==> src/logic/periph_defines.svh <==
// Address map constants for an 11-bit bus with 16 user slots and 16 byte slots; no slot 0 rule
`ifndef PERIPH_DEFINES_SVH
`define PERIPH_DEFINES_SVH

// Bus geometry
`define PERIPH_ADDR_W      11
`define PERIPH_DATA_W      32
`define PERIPH_NUM_SLOTS   16

// Address bit 10 selects the byte interface slots
`define PERIPH_SIMPLE_BIT  10

// Fixed user slot numbers
`define PERIPH_GPIO_SLOT   1
`define PERIPH_SERIAL_SLOT 2
`define PERIPH_WORD_SLOT_A 4
`define PERIPH_WORD_SLOT_B 5

// GPIO register offsets within its 64-byte window
`define GPIO_OUT_OFS       6'h00
`define GPIO_IN_OFS        6'h04
`define GPIO_SEL_BASE      6'h20

`endif

==> src/logic/periph_pkg.sv <==
// Bus and slot types shared by the hub; size code 3 is idle, byte slots carry 8-bit data only
`include "periph_defines.svh"

package periph_pkg;

    typedef logic [`PERIPH_ADDR_W-1:0]    bus_addr_t;
    typedef logic [`PERIPH_DATA_W-1:0]    bus_word_t;
    typedef logic [1:0]                   access_size_t;
    typedef logic [7:0]                   pin_byte_t;
    typedef logic [`PERIPH_NUM_SLOTS-1:0] slot_sel_t;

    // Bit 4 picks a byte slot, bits 3..0 the slot number
    typedef logic [4:0]                   func_sel_t;

    // Size codes as issued by the core
    localparam access_size_t SIZE_BYTE = 2'b00;
    localparam access_size_t SIZE_HALF = 2'b01;
    localparam access_size_t SIZE_WORD = 2'b10;
    localparam access_size_t SIZE_IDLE = 2'b11;

    typedef struct packed {
        bus_addr_t    addr;
        bus_word_t    wdata;
        access_size_t write_size;
        access_size_t read_size;
    } periph_req_t;

    typedef struct packed {
        bus_word_t data;
        logic      ready;
        pin_byte_t pins;
    } user_rsp_t;

    typedef struct packed {
        pin_byte_t data;
        pin_byte_t pins;
    } simple_rsp_t;

endpackage

==> src/logic/byte_latch_periph.sv <==
// Byte latch on a byte slot; writes of any size use bits 7..0, write counter wraps at 256
`include "periph_defines.svh"

module byte_latch_periph
    import periph_pkg::*;
(
    input  logic        clk,
    input  logic        rst_n,
    input  periph_req_t i_req,
    input  logic        i_sel,
    output simple_rsp_t o_rsp
);

    localparam logic [3:0] LATCH_OFS = 4'h0;
    localparam logic [3:0] COUNT_OFS = 4'h1;

    logic [3:0] ofs;
    logic       wr_latch;
    pin_byte_t  latch_q;
    logic [7:0] count_q;
    pin_byte_t  rd_data;

    assign ofs      = i_req.addr[3:0];
    assign wr_latch = i_sel && (i_req.write_size != SIZE_IDLE) && (ofs == LATCH_OFS);

    always_ff @(posedge clk) begin
        if (!rst_n) begin
            latch_q <= '0;
            count_q <= '0;
        end else if (wr_latch) begin
            latch_q <= i_req.wdata[7:0];
            count_q <= count_q + 8'd1;
        end
    end

    always_comb begin
        unique case (ofs)
            LATCH_OFS: rd_data = latch_q;
            COUNT_OFS: rd_data = count_q;
            default:   rd_data = '0;
        endcase
    end

    assign o_rsp = '{data: rd_data, pins: latch_q};

endmodule

==> src/logic/gpio_ctrl.sv <==
// GPIO on user slot 1; pins 0 and 1 start on the empty serial slot and drive 0 after reset
`include "periph_defines.svh"

module gpio_ctrl
    import periph_pkg::*;
(
    input  logic                                clk,
    input  logic                                rst_n,
    input  periph_req_t                         i_req,
    input  logic                                i_sel,
    input  pin_byte_t                           i_ui_in,
    input  pin_byte_t [`PERIPH_NUM_SLOTS-1:0]  i_user_pins,
    input  pin_byte_t [`PERIPH_NUM_SLOTS-1:0]  i_simple_pins,
    output user_rsp_t                           o_rsp,
    output pin_byte_t                           o_uo_out
);

    logic [5:0]      ofs;
    logic            wr_en;
    logic            sel_hit;
    logic [2:0]      sel_idx;
    pin_byte_t       out_q;
    func_sel_t [7:0] func_q;
    bus_word_t       rd_data;

    assign ofs   = i_req.addr[5:0];
    assign wr_en = i_sel && (i_req.write_size != SIZE_IDLE);

    // Function selects sit at 0x20, 0x24 .. 0x3c
    assign sel_hit = (ofs & 6'h23) == `GPIO_SEL_BASE;
    assign sel_idx = ofs[4:2];

    always_ff @(posedge clk) begin
        if (!rst_n) begin
            out_q <= '0;
        end else if (wr_en && ofs == `GPIO_OUT_OFS) begin
            out_q <= i_req.wdata[7:0];
        end
    end

    for (genvar p = 0; p < 8; p++) begin : g_pin
        always_ff @(posedge clk) begin
            if (!rst_n) begin
                if (p < 2) begin
                    func_q[p] <= func_sel_t'(`PERIPH_SERIAL_SLOT);
                end else begin
                    func_q[p] <= func_sel_t'(`PERIPH_GPIO_SLOT);
                end
            end else if (wr_en && sel_hit && sel_idx == 3'(p)) begin
                func_q[p] <= i_req.wdata[4:0];
            end
        end

        // Each pin takes its own bit from the chosen source byte
        always_comb begin
            if (func_q[p][4]) begin
                o_uo_out[p] = i_simple_pins[func_q[p][3:0]][p];
            end else begin
                o_uo_out[p] = i_user_pins[func_q[p][3:0]][p];
            end
        end
    end

    always_comb begin
        rd_data = '0;
        if (ofs == `GPIO_OUT_OFS) begin
            rd_data = bus_word_t'(out_q);
        end else if (ofs == `GPIO_IN_OFS) begin
            rd_data = bus_word_t'(i_ui_in);
        end else if (sel_hit) begin
            rd_data = bus_word_t'(func_q[sel_idx]);
        end
    end

    // GPIO never stalls the core
    assign o_rsp = '{data: rd_data, ready: 1'b1, pins: out_q};

endmodule

==> src/logic/periph_decode.sv <==
// Purely combinational slot decode; byte slots always report ready and return zero-extended data
`include "periph_defines.svh"

module periph_decode
    import periph_pkg::*;
(
    input  periph_req_t                          i_req,
    input  user_rsp_t   [`PERIPH_NUM_SLOTS-1:0] i_user_rsp,
    input  simple_rsp_t [`PERIPH_NUM_SLOTS-1:0] i_simple_rsp,
    output slot_sel_t                            o_user_sel,
    output slot_sel_t                            o_simple_sel,
    output user_rsp_t                            o_rsp
);

    // User slots span 64 bytes, byte slots span 16 bytes
    logic [3:0] user_idx;
    logic [3:0] simple_idx;
    logic       is_simple;

    assign user_idx   = i_req.addr[9:6];
    assign simple_idx = i_req.addr[7:4];
    assign is_simple  = i_req.addr[`PERIPH_SIMPLE_BIT];

    always_comb begin
        o_user_sel   = '0;
        o_simple_sel = '0;

        if (is_simple) begin
            o_simple_sel[simple_idx] = 1'b1;
        end else begin
            o_user_sel[user_idx] = 1'b1;
        end
    end

    // Response mux toward the read buffer
    always_comb begin
        // Pins reach the GPIO block directly and are not muxed here
        o_rsp.pins = '0;
        if (is_simple) begin
            o_rsp.data  = bus_word_t'(i_simple_rsp[simple_idx].data);
            // Byte slots answer in the same cycle
            o_rsp.ready = 1'b1;
        end else begin
            o_rsp.data  = i_user_rsp[user_idx].data;
            o_rsp.ready = i_user_rsp[user_idx].ready;
        end
    end

endmodule

==> src/logic/periph_top.sv <==
// Peripheral hub top; only slots 1, 4, 5 and byte slots 0, 1 are populated, other slots read 0
`include "periph_defines.svh"

module periph_top
    import periph_pkg::*;
(
    input  logic        clk,
    input  logic        rst_n,
    input  pin_byte_t   i_ui_in,
    output pin_byte_t   o_uo_out,
    input  periph_req_t i_req,
    output bus_word_t   o_data_out,
    output logic        o_data_ready,
    input  logic        i_data_read_complete,
    output logic [15:2] o_user_interrupts
);

    periph_req_t                            slot_req;
    slot_sel_t                              user_sel;
    slot_sel_t                              simple_sel;
    user_rsp_t                              bus_rsp;
    wire user_rsp_t   [`PERIPH_NUM_SLOTS-1:0] user_rsp;
    wire simple_rsp_t [`PERIPH_NUM_SLOTS-1:0] simple_rsp;
    wire pin_byte_t   [`PERIPH_NUM_SLOTS-1:0] user_pins;
    wire pin_byte_t   [`PERIPH_NUM_SLOTS-1:0] simple_pins;
    logic [1:0]                             word_irq;

    periph_decode i_decode (
        .i_req       (i_req),
        .i_user_rsp  (user_rsp),
        .i_simple_rsp(simple_rsp),
        .o_user_sel  (user_sel),
        .o_simple_sel(simple_sel),
        .o_rsp       (bus_rsp)
    );

    read_buffer i_read_buffer (
        .clk                 (clk),
        .rst_n               (rst_n),
        .i_req               (i_req),
        .i_rsp               (bus_rsp),
        .i_data_read_complete(i_data_read_complete),
        .o_slot_req          (slot_req),
        .o_data_out          (o_data_out),
        .o_data_ready        (o_data_ready)
    );

    gpio_ctrl i_gpio (
        .clk          (clk),
        .rst_n        (rst_n),
        .i_req        (slot_req),
        .i_sel        (user_sel[`PERIPH_GPIO_SLOT]),
        .i_ui_in      (i_ui_in),
        .i_user_pins  (user_pins),
        .i_simple_pins(simple_pins),
        .o_rsp        (user_rsp[`PERIPH_GPIO_SLOT]),
        .o_uo_out     (o_uo_out)
    );

    word_reg_periph i_word_a (
        .clk        (clk),
        .rst_n      (rst_n),
        .i_req      (slot_req),
        .i_sel      (user_sel[`PERIPH_WORD_SLOT_A]),
        .o_rsp      (user_rsp[`PERIPH_WORD_SLOT_A]),
        .o_interrupt(word_irq[0])
    );

    word_reg_periph i_word_b (
        .clk        (clk),
        .rst_n      (rst_n),
        .i_req      (slot_req),
        .i_sel      (user_sel[`PERIPH_WORD_SLOT_B]),
        .o_rsp      (user_rsp[`PERIPH_WORD_SLOT_B]),
        .o_interrupt(word_irq[1])
    );

    byte_latch_periph i_latch_0 (
        .clk  (clk),
        .rst_n(rst_n),
        .i_req(slot_req),
        .i_sel(simple_sel[0]),
        .o_rsp(simple_rsp[0])
    );

    byte_latch_periph i_latch_1 (
        .clk  (clk),
        .rst_n(rst_n),
        .i_req(slot_req),
        .i_sel(simple_sel[1]),
        .o_rsp(simple_rsp[1])
    );

    for (genvar s = 0; s < `PERIPH_NUM_SLOTS; s++) begin : g_slot
        // Empty slots read zero, stay ready and drive no pins
        if (s != `PERIPH_GPIO_SLOT && s != `PERIPH_WORD_SLOT_A && s != `PERIPH_WORD_SLOT_B)
        begin : g_user_empty
            assign user_rsp[s] = '{data: '0, ready: 1'b1, pins: '0};
        end
        if (s > 1) begin : g_simple_empty
            assign simple_rsp[s] = '{data: '0, pins: '0};
        end
        assign user_pins[s]   = user_rsp[s].pins;
        assign simple_pins[s] = simple_rsp[s].pins;
    end

    // Only the word registers raise interrupts 4 and 5
    assign o_user_interrupts = {10'h0, word_irq, 2'h0};

endmodule

==> src/logic/read_buffer.sv <==
// Holds the first ready read result until read complete; write ready is combinational
`include "periph_defines.svh"

module read_buffer
    import periph_pkg::*;
(
    input  logic        clk,
    input  logic        rst_n,
    input  periph_req_t i_req,
    input  user_rsp_t   i_rsp,
    input  logic        i_data_read_complete,
    output periph_req_t o_slot_req,
    output bus_word_t   o_data_out,
    output logic        o_data_ready
);

    logic      read_req;
    logic      capture;
    logic      hold_q;
    logic      ready_q;
    bus_word_t data_q;

    assign read_req = i_req.read_size != SIZE_IDLE;
    assign capture  = !hold_q && i_rsp.ready && read_req;

    always_ff @(posedge clk) begin
        if (!rst_n) begin
            hold_q  <= 1'b0;
            ready_q <= 1'b0;
        end else begin
            if (i_data_read_complete) begin
                hold_q <= 1'b0;
            end
            // A new capture wins over a completing read
            if (capture) begin
                hold_q <= 1'b1;
            end
            ready_q <= read_req && i_rsp.ready;
        end
    end

    always_ff @(posedge clk) begin
        if (capture) begin
            data_q <= i_rsp.data;
        end
    end

    // Slots must not see a second read while the result is buffered
    always_comb begin
        o_slot_req = i_req;
        if (ready_q) begin
            o_slot_req.read_size = SIZE_IDLE;
        end
    end

    assign o_data_out   = data_q;
    assign o_data_ready = ready_q || (i_req.write_size != SIZE_IDLE);

endmodule

==> src/logic/word_reg_periph.sv <==
// Word register with lane-merged writes; reads take one cycle, interrupt set at 0x0, cleared at 0x4
`include "periph_defines.svh"

module word_reg_periph
    import periph_pkg::*;
(
    input  logic        clk,
    input  logic        rst_n,
    input  periph_req_t i_req,
    input  logic        i_sel,
    output user_rsp_t   o_rsp,
    output logic        o_interrupt
);

    localparam logic [5:0] REG_OFS = 6'h00;
    localparam logic [5:0] IRQ_OFS = 6'h04;

    logic [5:0] ofs;
    logic       wr_en;
    logic       rd_en;
    bus_word_t  reg_q;
    bus_word_t  data_q;
    logic       ready_q;
    logic       irq_q;

    assign ofs   = i_req.addr[5:0];
    assign wr_en = i_sel && (i_req.write_size != SIZE_IDLE);
    assign rd_en = i_sel && (i_req.read_size != SIZE_IDLE);

    always_ff @(posedge clk) begin
        if (!rst_n) begin
            reg_q <= '0;
            irq_q <= 1'b0;
        end else if (wr_en) begin
            if (ofs == REG_OFS) begin
                unique case (i_req.write_size)
                    SIZE_BYTE: reg_q[7:0]  <= i_req.wdata[7:0];
                    SIZE_HALF: reg_q[15:0] <= i_req.wdata[15:0];
                    default:   reg_q       <= i_req.wdata;
                endcase
                irq_q <= 1'b1;
            end else if (ofs == IRQ_OFS) begin
                irq_q <= 1'b0;
            end
        end
    end

    // Ready follows a selected read by one cycle
    always_ff @(posedge clk) begin
        if (!rst_n) begin
            ready_q <= 1'b0;
        end else begin
            ready_q <= rd_en;
        end
    end

    always_ff @(posedge clk) begin
        if (rd_en) begin
            if (ofs == REG_OFS) begin
                data_q <= reg_q;
            end else if (ofs == IRQ_OFS) begin
                data_q <= bus_word_t'(irq_q);
            end else begin
                data_q <= '0;
            end
        end
    end

    assign o_rsp       = '{data: data_q, ready: ready_q, pins: reg_q[7:0]};
    assign o_interrupt = irq_q;

endmodule

==> config.mk <==
export PLATFORM = sky130hd
export DESIGN_NAME = periph_top
export DESIGN_NICKNAME = d
export VERILOG_FILES = /design/src/logic/periph_pkg.sv /design/src/logic/byte_latch_periph.sv /design/src/logic/gpio_ctrl.sv /design/src/logic/periph_decode.sv /design/src/logic/periph_top.sv /design/src/logic/read_buffer.sv /design/src/logic/word_reg_periph.sv
export VERILOG_INCLUDE_DIRS = /design/src /design/src/logic
export SDC_FILE = /design/constraint.sdc
export NUM_CORES = 1
export LEC_CHECK = 0
export BUFFER_PORTS_ARGS = -buffer_cell sky130_fd_sc_hd__buf_4
export CORE_ASPECT_RATIO = 1.4
export CORE_UTILIZATION = 37
export DETAILED_ROUTE_END_ITERATION = 6
export GPL_TIMING_DRIVEN = 0
export SLEW_MARGIN = 20
export SYNTH_ARGS = -nofsm -noshare
export SYNTH_HDL_FRONTEND = slang
export SYNTH_SLANG_ARGS = --single-unit
==> constraint.sdc <==
create_clock -name clk -period 7.4 [get_ports clk]
set_input_delay 0.37 -clock clk [delete_from_list [all_inputs] [get_ports clk]]
set_output_delay 0.37 -clock clk [all_outputs]
set_load 0.02 [all_outputs]
==> results of run 1 <==
[cell families (layout without fill, tap and decap cells)]
kind of cell    after synthesis  after routing
simple gates                367            367
flops                       246            246
compound gates              175            175
mux                         118            118
buf+inv                      97            248
xor+xnor                      5              5
fa+ha+maj                     2              2
other cells                   1             12
[flip-flops by register name, indices dropped and copies added (netlist names)]
| signal | count |
|---|---|
| i_gpio.func_q | 40 |
| i_gpio.out_q | 8 |
| i_latch_0.count_q | 8 |
| i_latch_0.latch_q | 8 |
| i_latch_1.count_q | 8 |
| i_latch_1.latch_q | 8 |
| i_read_buffer.hold_q | 1 |
| i_read_buffer.o_data_out | 32 |
| i_read_buffer.ready_q | 1 |
| i_word_a.data_q | 32 |
| i_word_a.o_interrupt | 1 |
| i_word_a.ready_q | 1 |
| i_word_a.reg_q | 32 |
| i_word_b.data_q | 32 |
| i_word_b.o_interrupt | 1 |
| i_word_b.ready_q | 1 |
| i_word_b.reg_q | 32 |
[synthesized netlist by cell type (4+ instances only)]
library cell,instances
inv_1,15
nor2_1,82
buf_1,6
a21oi_1,57
mux2i_1,100
dfxtp_1,150
nand2b_1,4
buf_2,10
buf_4,17
nor2b_1,5
and3b_1,5
a221o_1,4
and3_1,5
nand2_1,89
nand4_1,8
nor3b_1,10
xor2_1,4
nor4_1,5
clkbuf_1,45
a211o_1,6
o22ai_1,6
o211ai_1,8
a22o_1,26
o311ai_0,5
nor4b_1,5
nand3_1,48
nor3_1,4
o21ai_0,45
mux4_2,18
and2_1,65
or3_1,12
edfxtp_1,96
[metrics by stage]
step                setup WS [ps]  total power [W]  hold WS [ps]  instance area [sq um]  instances
finish                       5054         0.003006         81.73                  13110       1548
CTS                          5058         0.003029         67.20                  13110       1548
detailed placement           4499         0.001664         443.3                  12210       1498
floorplan                    3374         0.001561         430.1                  10910       1022
global placement             1312         0.001661         437.6                  12110       1494
global route                 4953         0.003090         73.73                  13110       1548
[worst reg2reg max path, stage by stage, from the launching register on]
cell      delay (ps)
dfxtp_1          380
mux4_2           470
nand3_1          110
o311ai_0         240
a311o_1          350
[report_power, final]
group	switching (W)	internal [W]	total, W
logic	0.000130	0.0000726	0.000202
registers	0.00000791	0.00143	0.00143
clock network	0.000555	0.000815	0.00137
[metal layers]
layer	wire (um)	vias up	track usage (%)
met3	2062	53	3.786
met1	13060	4030	25.81
met5	0	-	0
met2	16660	276	39.25
met4	954	0	7.440
li1	-	3936	-
[final timing paths]
check / to / slack, ps / from / cells past startpoint
setup reg to reg: i_read_buffer.o_data_out[0]$_DFFE_PP_ / 5600 / i_latch_0.latch_q[0]$_SDFFE_PN0P_ / 4
setup / recovery: i_word_a.data_q[19]$_SDFFCE_PN0P_ / 5050 / i_req[46] / 6
hold / removal: i_word_a.reg_q[26]$_SDFFE_PN0P_ / 80 / i_req[30] / 3
hold reg to reg: i_word_b.reg_q[10]$_SDFFE_PN0P_ / 450 / i_word_b.reg_q[10]$_SDFFE_PN0P_ / 2
[final cells by class]
type,instances,area share (%)
Timing Repair Buffer,101,6.060
Clock buffer,36,5.716
Inverter,16,0.4581
Tap cell,375,3.579
Sequential cell,246,44.89
Buffer,81,3.025
Clock inverter,14,1.155
Multi-Input combinational cell,679,35.12
==> impl_metrics.csv, run 1 <==
group,metric,value,unit
status,outcome,"finished clean",
routing,finalWirelength,32740,um
yosys,synth-warning-count,0,
global_route,grt_pass1_wl,49330,um
yosys,synth_largest_area_cell,"dfxtp_1",
yosys,syn_inst,1011,
routing,wl_per_cell,21.15,um
sta,slew_viol_final,0,
sta,worst_pin_slew,963.5,ps
floorplan,die_h,204.8,um
pwr,p_per_area,229.2,nW/um^2
yosys,synthTopCellsByArea,"dfxtp_1, edfxtp_1, mux2i_1, and2_1, mux4_2",
global_route,gr-total-overflow,0,
clocking,htree_levels,1,
routing,post_drt_via_cell_ratio,5.359,
clocking,clkSinkCount,246,
clocking,clkTransAtPathRegs,60,ps
cells_and_area,layout.nets,1212,
cells_and_area,syn_to_final_growth,20.59,%
yosys,synth_cell_types,61,
worst_setup_path,crit_chain,"buf_4 -> clkbuf_1 -> nor4b_1 -> nand2b_1 -> nor2_4 -> buf_12",
floorplan,die_width,146.9,um
floorplan,start_util,37.91,%
floorplan,core_area,28680,sq um
pwr,ir_drop,0.0001779,V
pwr,p_leak,4.836,nW
worst_setup_path,crit_fanout,21,
yosys,synth_xor_area_share,0.4028,%
worst_setup_path,cpMaxStageDelayCell,"nor4b_1",
clocking,cts_root_buffer,"clkbuf_16",
worst_setup_path,critPathBufInv,3,
floorplan,die-area,30090,sq um
clocking,clockBufferDepth,3,
worst_hold_path,hold_path.class,"input port to flip-flop",
yosys,ys_seq_elements,246,
yosys,synth-adder-area-share,0.2301,%
cells_and_area,drive_above_1_share,17.56,%
cells_and_area,fill_cells,2751,
worst_setup_path,critPathKind,"input port to flip-flop",
placement,dp_hpwl,24040,um
yosys,synthSimpleGateAreaFrac,17.71,%
global_route,grt_pass1_vias,8219,
routing,first_iter_violations,454,
yosys,synth-compound-area-share,10.36,%
yosys,synth-async-reset-ratio,0,%
routing,drc,0,
floorplan,num_io_pins,113,
sta,hold_viol_final,0,
sta,max-slew-margin-rel,34.86,%
sta,rsz0062_at_grt,"no",
yosys,synth_area,10870,sq um
cells_and_area,final_common_cell,"dfxtp_1",
worst_setup_path,max_stage_delay,890,ps
routing,first_pass_iters,5,
global_route,grt_max_degree,22,
yosys,syn_avg_cell_area,10.75,sq um
worst_setup_path,crit_arrival,2580,ps
clocking,tritoncts,"done",
yosys,synth-main-ff-cell,"dfxtp_1",
flow_run,cap_violations,0,
floorplan,rows,73,
yosys,synth_mux_area_share,12.93,%
clocking,clock_latency,540,ps
clocking,cts_setup_buffers,0,
global_route,grtUsageTotal,21.74,%
placement,portBuffers,97,
routing,ant_nets,0,
clocking,postCtsHoldBufs,0,
clocking,cts_resized,0,
sta,post-route-period-util,31.70,%
sta,finClkSkew,14.28,ps
sta,min_period,2346,ps
cells_and_area,seqCellArea,5886,sq um
cells_and_area,multi_input_area,4604,sq um
routing,vias,8295,
yosys,synth_top_family_by_area,"simple AND/OR/NAND/NOR gates",
worst_setup_path,end_kind,"flip-flop",
yosys,synth_top_cell_area_share,27.62,%
sta,setup_viol,0,
worst_setup_path,critPathLaunchType,"input port",
cells_and_area,final_core_util,45.72,%
clocking,cts_buffers,27,
placement,gp_congestion,0.9697,
cells_and_area,diodes,0,
yosys,ys_seq_area_share,54.13,%
sta,max_freq,426.3,MHz
worst_setup_path,critPathTopFamily,"simple AND/OR/NAND/NOR gates",
cells_and_area,mostFrequentLayoutCells,"dfxtp_1, buf_4, mux2i_1",
global_route,antenna_found_initial,0,
sta,fin_setup_tns,0,ps
yosys,synth_edf_count,96,
worst_setup_path,cp.required,7630,ps
(Power assumes the default switching activity.)
==> run 2: changes to the inputs <==
- clock period: 7.4 -> 2.3 ns (I/O delays scaled with it)
==> run 2 against run 1 <==
Against the previous run: critical path depth rose by 1; utilization increased by 1.5 points; register-to-register slack got worse by 5100 ps; critical path type unchanged; sequential power rose to 3.2 times the previous value; global-route usage grew 0.34 points; sequential share of layout area is 1.4 points lower.
==> impl_metrics.csv, run 2 (synthesis results as in run 1) <==
group,metric,value,unit
routing,wl_per_cell,21.06,um
pwr,totalPowerFinal,0.009754,W
sta,worst_pin_slew,945.6,ps
worst_setup_path,crit_arrival,2340,ps
clocking,clockBufferDepth,3,
clocking,cts_buffers,26,
cells_and_area,largest_reg_flops,40,
worst_setup_path,crit_chain,"buf_4 -> buf_2 -> clkbuf_1 -> clkbuf_1 -> mux4_2 -> a222oi_1 -> o21ai_0",
worst_setup_path,crit_start,"i_req[40]",
floorplan,die_width,146.9,um
clocking,tritoncts,"done",
global_route,grt_pass1_vias,8566,
clocking,cts_root_buffer,"clkbuf_16",
global_route,grt_pass1_wl,50070,um
worst_setup_path,worst-path-stages,7,
pwr,p_sw_share,22.97,%
sta,max_freq,483.3,MHz
global_route,grtUsageTotal,22.08,%
worst_hold_path,whs_path_depth,4,
flow_run,cap_violations,0,
worst_setup_path,end_kind,"flip-flop",
pwr,pwr-share-seq,47.3,%
cells_and_area,final_common_cell,"dfxtp_1",
cells_and_area,drive_above_1_share,16.75,%
cells_and_area,diodes,0,
worst_setup_path,max_stage_delay,510,ps
routing,post_drt_via_cell_ratio,5.419,
floorplan,num_io_pins,113,
sta,finClkSkew,11.07,ps
worst_setup_path,critPathTopFamily,"buffers and inverters",
worst_setup_path,critPathBufInv,4,
floorplan,start_util,37.91,%
cells_and_area,mostFrequentLayoutCells,"dfxtp_1, buf_4, mux2i_1",
floorplan,core_area,28680,sq um
placement,dp_hpwl,24070,um
worst_setup_path,critPathKind,"input port to flip-flop",
floorplan,rows,73,
worst_setup_path,critPathLaunchType,"input port",
clocking,clkTransAtPathRegs,60,ps
worst_hold_path,hold_start,"i_req[2]",
sta,hold_viol_final,0,
global_route,gr-total-overflow,0,
pwr,clock_power_share,45.4,%
placement,place_ws,-355.4,ps
sta,whs,95.36,ps
routing,first_iter_violations,464,
routing,drc,0,
worst_setup_path,cp.required,2570,ps
sta,rsz0062_at_grt,"no",
sta,setup_viol,0,
clocking,cts_setup_buffers,0,
routing,vias,8600,
global_route,antenna_found_initial,0,
cells_and_area,fill_cells,2715,
pwr,combPwrFrac,7.3,%
worst_hold_path,hold_path.class,"input port to flip-flop",
routing,finalWirelength,33420,um
routing,first_pass_iters,7,
worst_setup_path,cp_common_cell,"clkbuf_1",
sta,slew_viol_final,0,
placement,portBuffers,97,
pwr,p_switching,0.002240,W
worst_setup_path,cpMaxStageDelayCell,"clkbuf_1",
worst_setup_path,crit_fanout,10,
sta,setup_ws,230.8,ps
clocking,clock_latency,540,ps
global_route,grt_max_degree,22,
placement,gp_congestion,0.9559,
sta,min_period,2069,ps
routing,ant_nets,0,
pwr,p_leak,5.011,nW
clocking,clkSinkCount,246,
floorplan,die_h,204.8,um
worst_setup_path,rr_startpoint,"i_latch_0.latch_q[0]$_SDFFE_PN0P_",
clocking,htree_levels,1,
sta,max-slew-margin-rel,36.07,%
cells_and_area,largest-register,"i_gpio.func_q",
pwr,ir_drop,0.0005159,V
sta,post-route-period-util,89.97,%
status,outcome,"finished clean",
pwr,internal_power,0.007514,W
floorplan,die-area,30090,sq um
worst_setup_path,r2r.worst_path.cells,4,
cells_and_area,layout.nets,1252,
pwr,p_per_area,720.8,nW/um^2
cells_and_area,syn_to_final_growth,24.45,%
[run 2: changes by cell type in the layout (fill, tap and decap cells not counted), moves of 2 or more]
cell | previous run | this run
clkbuf_1 | 50 | 48
clkinv_1 | 2 | 6
clkinv_2 | 6 | 3
dlygate4sd3_1 | 0 | 40
[run 2: path summary, 6_finish.rpt]
path	slack (ps)	endpoint
worst min-delay path	100	i_word_b.reg_q[17]$_SDFFE_PN0P_
worst min register to register	450	i_word_b.reg_q[19]$_SDFFE_PN0P_
worst max register to register	480	i_read_buffer.o_data_out[0]$_DFFE_PP_
worst max-delay path	230	i_read_buffer.o_data_out[6]$_DFFE_PP_
[run 2: cell type report]
cell class              instances  area (sq um)  area share (%)
clock buffers                  33         716.9           5.298
plain buffers                  81         396.6           2.931
well taps                     375         469.2           3.467
inverters                      16         60.06          0.4438
clock inverters                15         181.4           1.341
flip-flops and latches        246          5886           43.50
repair buffers                142          1217           8.997
multi-input cells             679          4604           34.03
[run 2: repair_timing]
item / CTS / global route
hold buffers: 40 / 0
endpoints found under the hold margin: 90 / 0
gates resized for setup: 0 / 0
[run 2: layer usage]
| layer | part of all wire, % | track usage [%] | vias to the layer above |
|---|---|---|---|
| li1 | - | - | 4022 |
| met1 | 39 | 26.03 | 4219 |
| met2 | 51 | 40.05 | 285 |
| met3 | 5.8 | 3.118 | 74 |
| met4 | 3.7 | 8.817 | 0 |
| met5 | 0 | 0 | - |
[run 2: worst min-delay path, cell delays in order]
cell and delay, ps:
buf_4 110, or4b_4 150, nor3_4 80, mux2i_1 120
[run 2: metrics by stage]
stage / setup TNS [ps] / utilization, % / instances / cell area [sq um]
2_1_floorplan: -2675 / - / 1022 / 10940
3_3_place_gp: -103840 / 42.31 / 1494 / 12130
3_5_place_dp: -25420 / 42.65 / 1499 / 12230
4_1_cts: 0 / 47.18 / 1587 / 13530
5_1_grt: 0 / 47.18 / 1587 / 13530
6_report: 0 / 47.18 / 1587 / 13530
[run 2: power by group through the flow]
stage | Sequential [W] | Combinational (W) | Clock [W]
final | 0.00461 | 0.000717 | 0.00443
after CTS | 0.00461 | 0.000716 | 0.00449
after global placement | 0.00471 | 0.000639 | 0
after global routing | 0.00461 | 0.000754 | 0.00466
after detailed placement | 0.00470 | 0.000659 | 0
after floorplan | 0.00477 | 0.000253 | 0
==> run 3: changes to the inputs <==
- CORE_ASPECT_RATIO: 1.4 -> 0.6
- clock period: 2.3 -> 2 ns (I/O delays scaled with it)
==> run 3 against run 2 <==
Against the previous run: clock skew grew 7.0 ps; register-to-register slack lost 290 ps; critical path depth shrank 1; combinational power grew 14%; non-clock buffer count shrank 7; worst setup slack lost 170 ps; design area shrank 0.35%; clock-buffer cell count shrank 1.
==> impl_metrics.csv, run 3 (synthesis results as in run 1) <==
group,metric,value,unit
status,outcome,"finished clean",
sta,setup_viol,0,
worst_setup_path,crit_fanout,10,
pwr,p_switching,0.002556,W
placement,gp_congestion,0.9122,
worst_setup_path,reg2reg_to,"i_read_buffer.o_data_out[0]$_DFFE_PP_",
cells_and_area,largest_reg_flops,40,
worst_hold_path,holdPathEnd,"i_read_buffer.o_data_out[0]$_DFFE_PP_",
clocking,cts_root_buffer,"clkbuf_16",
clocking,clockBufferDepth,3,
pwr,ir_drop,0.0007767,V
cells_and_area,largest-register,"i_gpio.func_q",
routing,wl_per_cell,21.63,um
cells_and_area,drive_above_1_share,17.87,%
floorplan,die_h,134.8,um
pwr,clock_power_share,45.7,%
pwr,p_leak,4.993,nW
sta,finClkSkew,18.10,ps
global_route,grt_max_degree,20,
clocking,cts_buffers,24,
worst_setup_path,cp_common_cell,"clkbuf_1",
cells_and_area,layout.nets,1245,
floorplan,die_width,223.3,um
pwr,pwr-share-seq,47.0,%
floorplan,num_io_pins,113,
global_route,grtUsageTotal,22.52,%
worst_setup_path,r2r.worst_path.cells,4,
worst_setup_path,critPathLaunchType,"input port",
worst_setup_path,cp.required,2390,ps
sta,post-route-period-util,96.99,%
clocking,tritoncts,"done",
sta,max_freq,515.5,MHz
routing,drc,0,
worst_setup_path,critPathTopFamily,"buffers and inverters",
worst_hold_path,hold_start,"i_req[0]",
placement,portBuffers,97,
floorplan,rows,48,
routing,post_drt_via_cell_ratio,5.550,
global_route,grt_pass1_vias,8053,
floorplan,die-area,30100,sq um
pwr,internal_power,0.008708,W
sta,max-slew-margin-rel,32.92,%
routing,vias,8764,
worst_hold_path,hold_path.class,"input port to flip-flop",
flow_run,cap_violations,0,
cells_and_area,final_common_cell,"dfxtp_1",
sta,slew_viol_final,0,
clocking,clock_latency,530,ps
worst_setup_path,end_kind,"flip-flop",
cells_and_area,mostFrequentLayoutCells,"dfxtp_1, buf_4, mux2i_1",
routing,first_pass_iters,5,
worst_setup_path,crit_chain,"dlygate4sd3_1 -> clkbuf_1 -> inv_2 -> clkbuf_1 -> clkbuf_1 -> nor2_1",
global_route,antenna_found_initial,0,
pwr,combPwrFrac,7.3,%
worst_setup_path,ff2ff_setup_slack,190,ps
cells_and_area,final_core_util,46.78,%
placement,dp_hpwl,24680,um
worst_setup_path,max_stage_delay,600,ps
clocking,clkSinkCount,246,
worst_setup_path,cpMaxStageDelayCell,"clkbuf_1",
global_route,grt_pass1_wl,50740,um
sta,worst_pin_slew,992.1,ps
cells_and_area,syn_to_final_growth,24.02,%
routing,first_iter_violations,868,
clocking,clkTransAtPathRegs,70,ps
worst_setup_path,critPathKind,"input port to flip-flop",
routing,finalWirelength,34150,um
floorplan,core_area,28830,sq um
global_route,gr-total-overflow,0,
pwr,p_per_area,835.3,nW/um^2
sta,rsz0062_at_grt,"no",
floorplan,start_util,37.72,%
worst_setup_path,rr_startpoint,"i_latch_1.latch_q[0]$_SDFFE_PN0P_",
pwr,p_sw_share,22.69,%
sta,hold_viol_final,0,
worst_setup_path,critPathBufInv,5,
pwr,totalPowerFinal,0.01126,W
worst_setup_path,crit_arrival,2330,ps
worst_hold_path,whs_path_depth,2,
routing,ant_nets,0,
sta,min_period,1940,ps
clocking,htree_levels,1,
-- run 3: worst max-delay path by stage --
| stage | startpoint | to | slack [ps] | cells after the start |
|---|---|---|---|---|
| floorplan | i_req[42] | i_read_buffer.o_data_out[0]$_DFFE_PP_ | 30 | 4 |
| finish | rst_n | i_gpio.func_q[0]$_SDFFE_PN0P_ | 60 | 6 |
| global placement | i_req[46] | i_read_buffer.o_data_out[23]$_SDFFCE_PP0P_ | -860 | 4 |
| CTS | i_gpio.func_q[2]$_SDFFE_PN0P_ | o_uo_out[0] | 30 | 4 |
| detailed placement | i_req[43] | i_word_b.data_q[6]$_SDFFCE_PN0P_ | -730 | 4 |
| global route | i_word_b.reg_q[4]$_SDFFE_PN0P_ | o_uo_out[4] | 6 | 4 |
-- run 3: power by group through the flow --
stage | clock [W] | combinational, W | sequential (W)
2_1_floorplan | 0 | 0.000293 | 0.00549
3_3_place_gp | 0 | 0.000731 | 0.00541
3_5_place_dp | 0 | 0.000745 | 0.00541
4_1_cts | 0.00519 | 0.000810 | 0.00530
5_1_grt | 0.00539 | 0.000861 | 0.00530
6_report | 0.00515 | 0.000817 | 0.00530
-- run 3: per-layer routing --
metal	vias up	GRT usage, %	part of all wire [%]
li1	4009	-	-
met2	400	32.31	41
met3	51	4.961	9.3
met5	-	0	0
met4	0	4.795	2.1
met1	4304	34.39	47
-- run 3: stage by stage --
stage | worst slack [ps] | instances | hold WS (ps) | TNS, ps | instance area (sq um)
floorplan | 32.17 | 1022 | 213.3 | 0 | 10950
global placement | -857.1 | 1494 | 341.4 | -124260 | 12150
detailed placement | -727.9 | 1496 | 345.5 | -103420 | 12170
CTS | 33.87 | 1577 | 18.15 | 0 | 13450
global route | 5.653 | 1578 | 30.07 | 0 | 13480
finish | 60.14 | 1579 | 27.99 | 0 | 13480
-- run 3: what timing repair did --
action	4_1_cts	5_1_grt
endpoints found under the setup margin	90	20
gates resized for setup	3	10
pin swaps	2	1
hold buffers	36	0
gates cloned	2	0
setup buffers	0	1
hold endpoints to repair	81	0
-- run 3: area by class of cell --
cell class,count,area [sq um]
tap,375,469.2
inverter,16,60.06
clock inverter,12,191.4
timing repair buffer,136,1119
buffer,80,396.6
fill,2639,15340
sequential,246,5889
antenna,1,2.502
multi-input combinational,681,4653
clock buffer,32,703.2
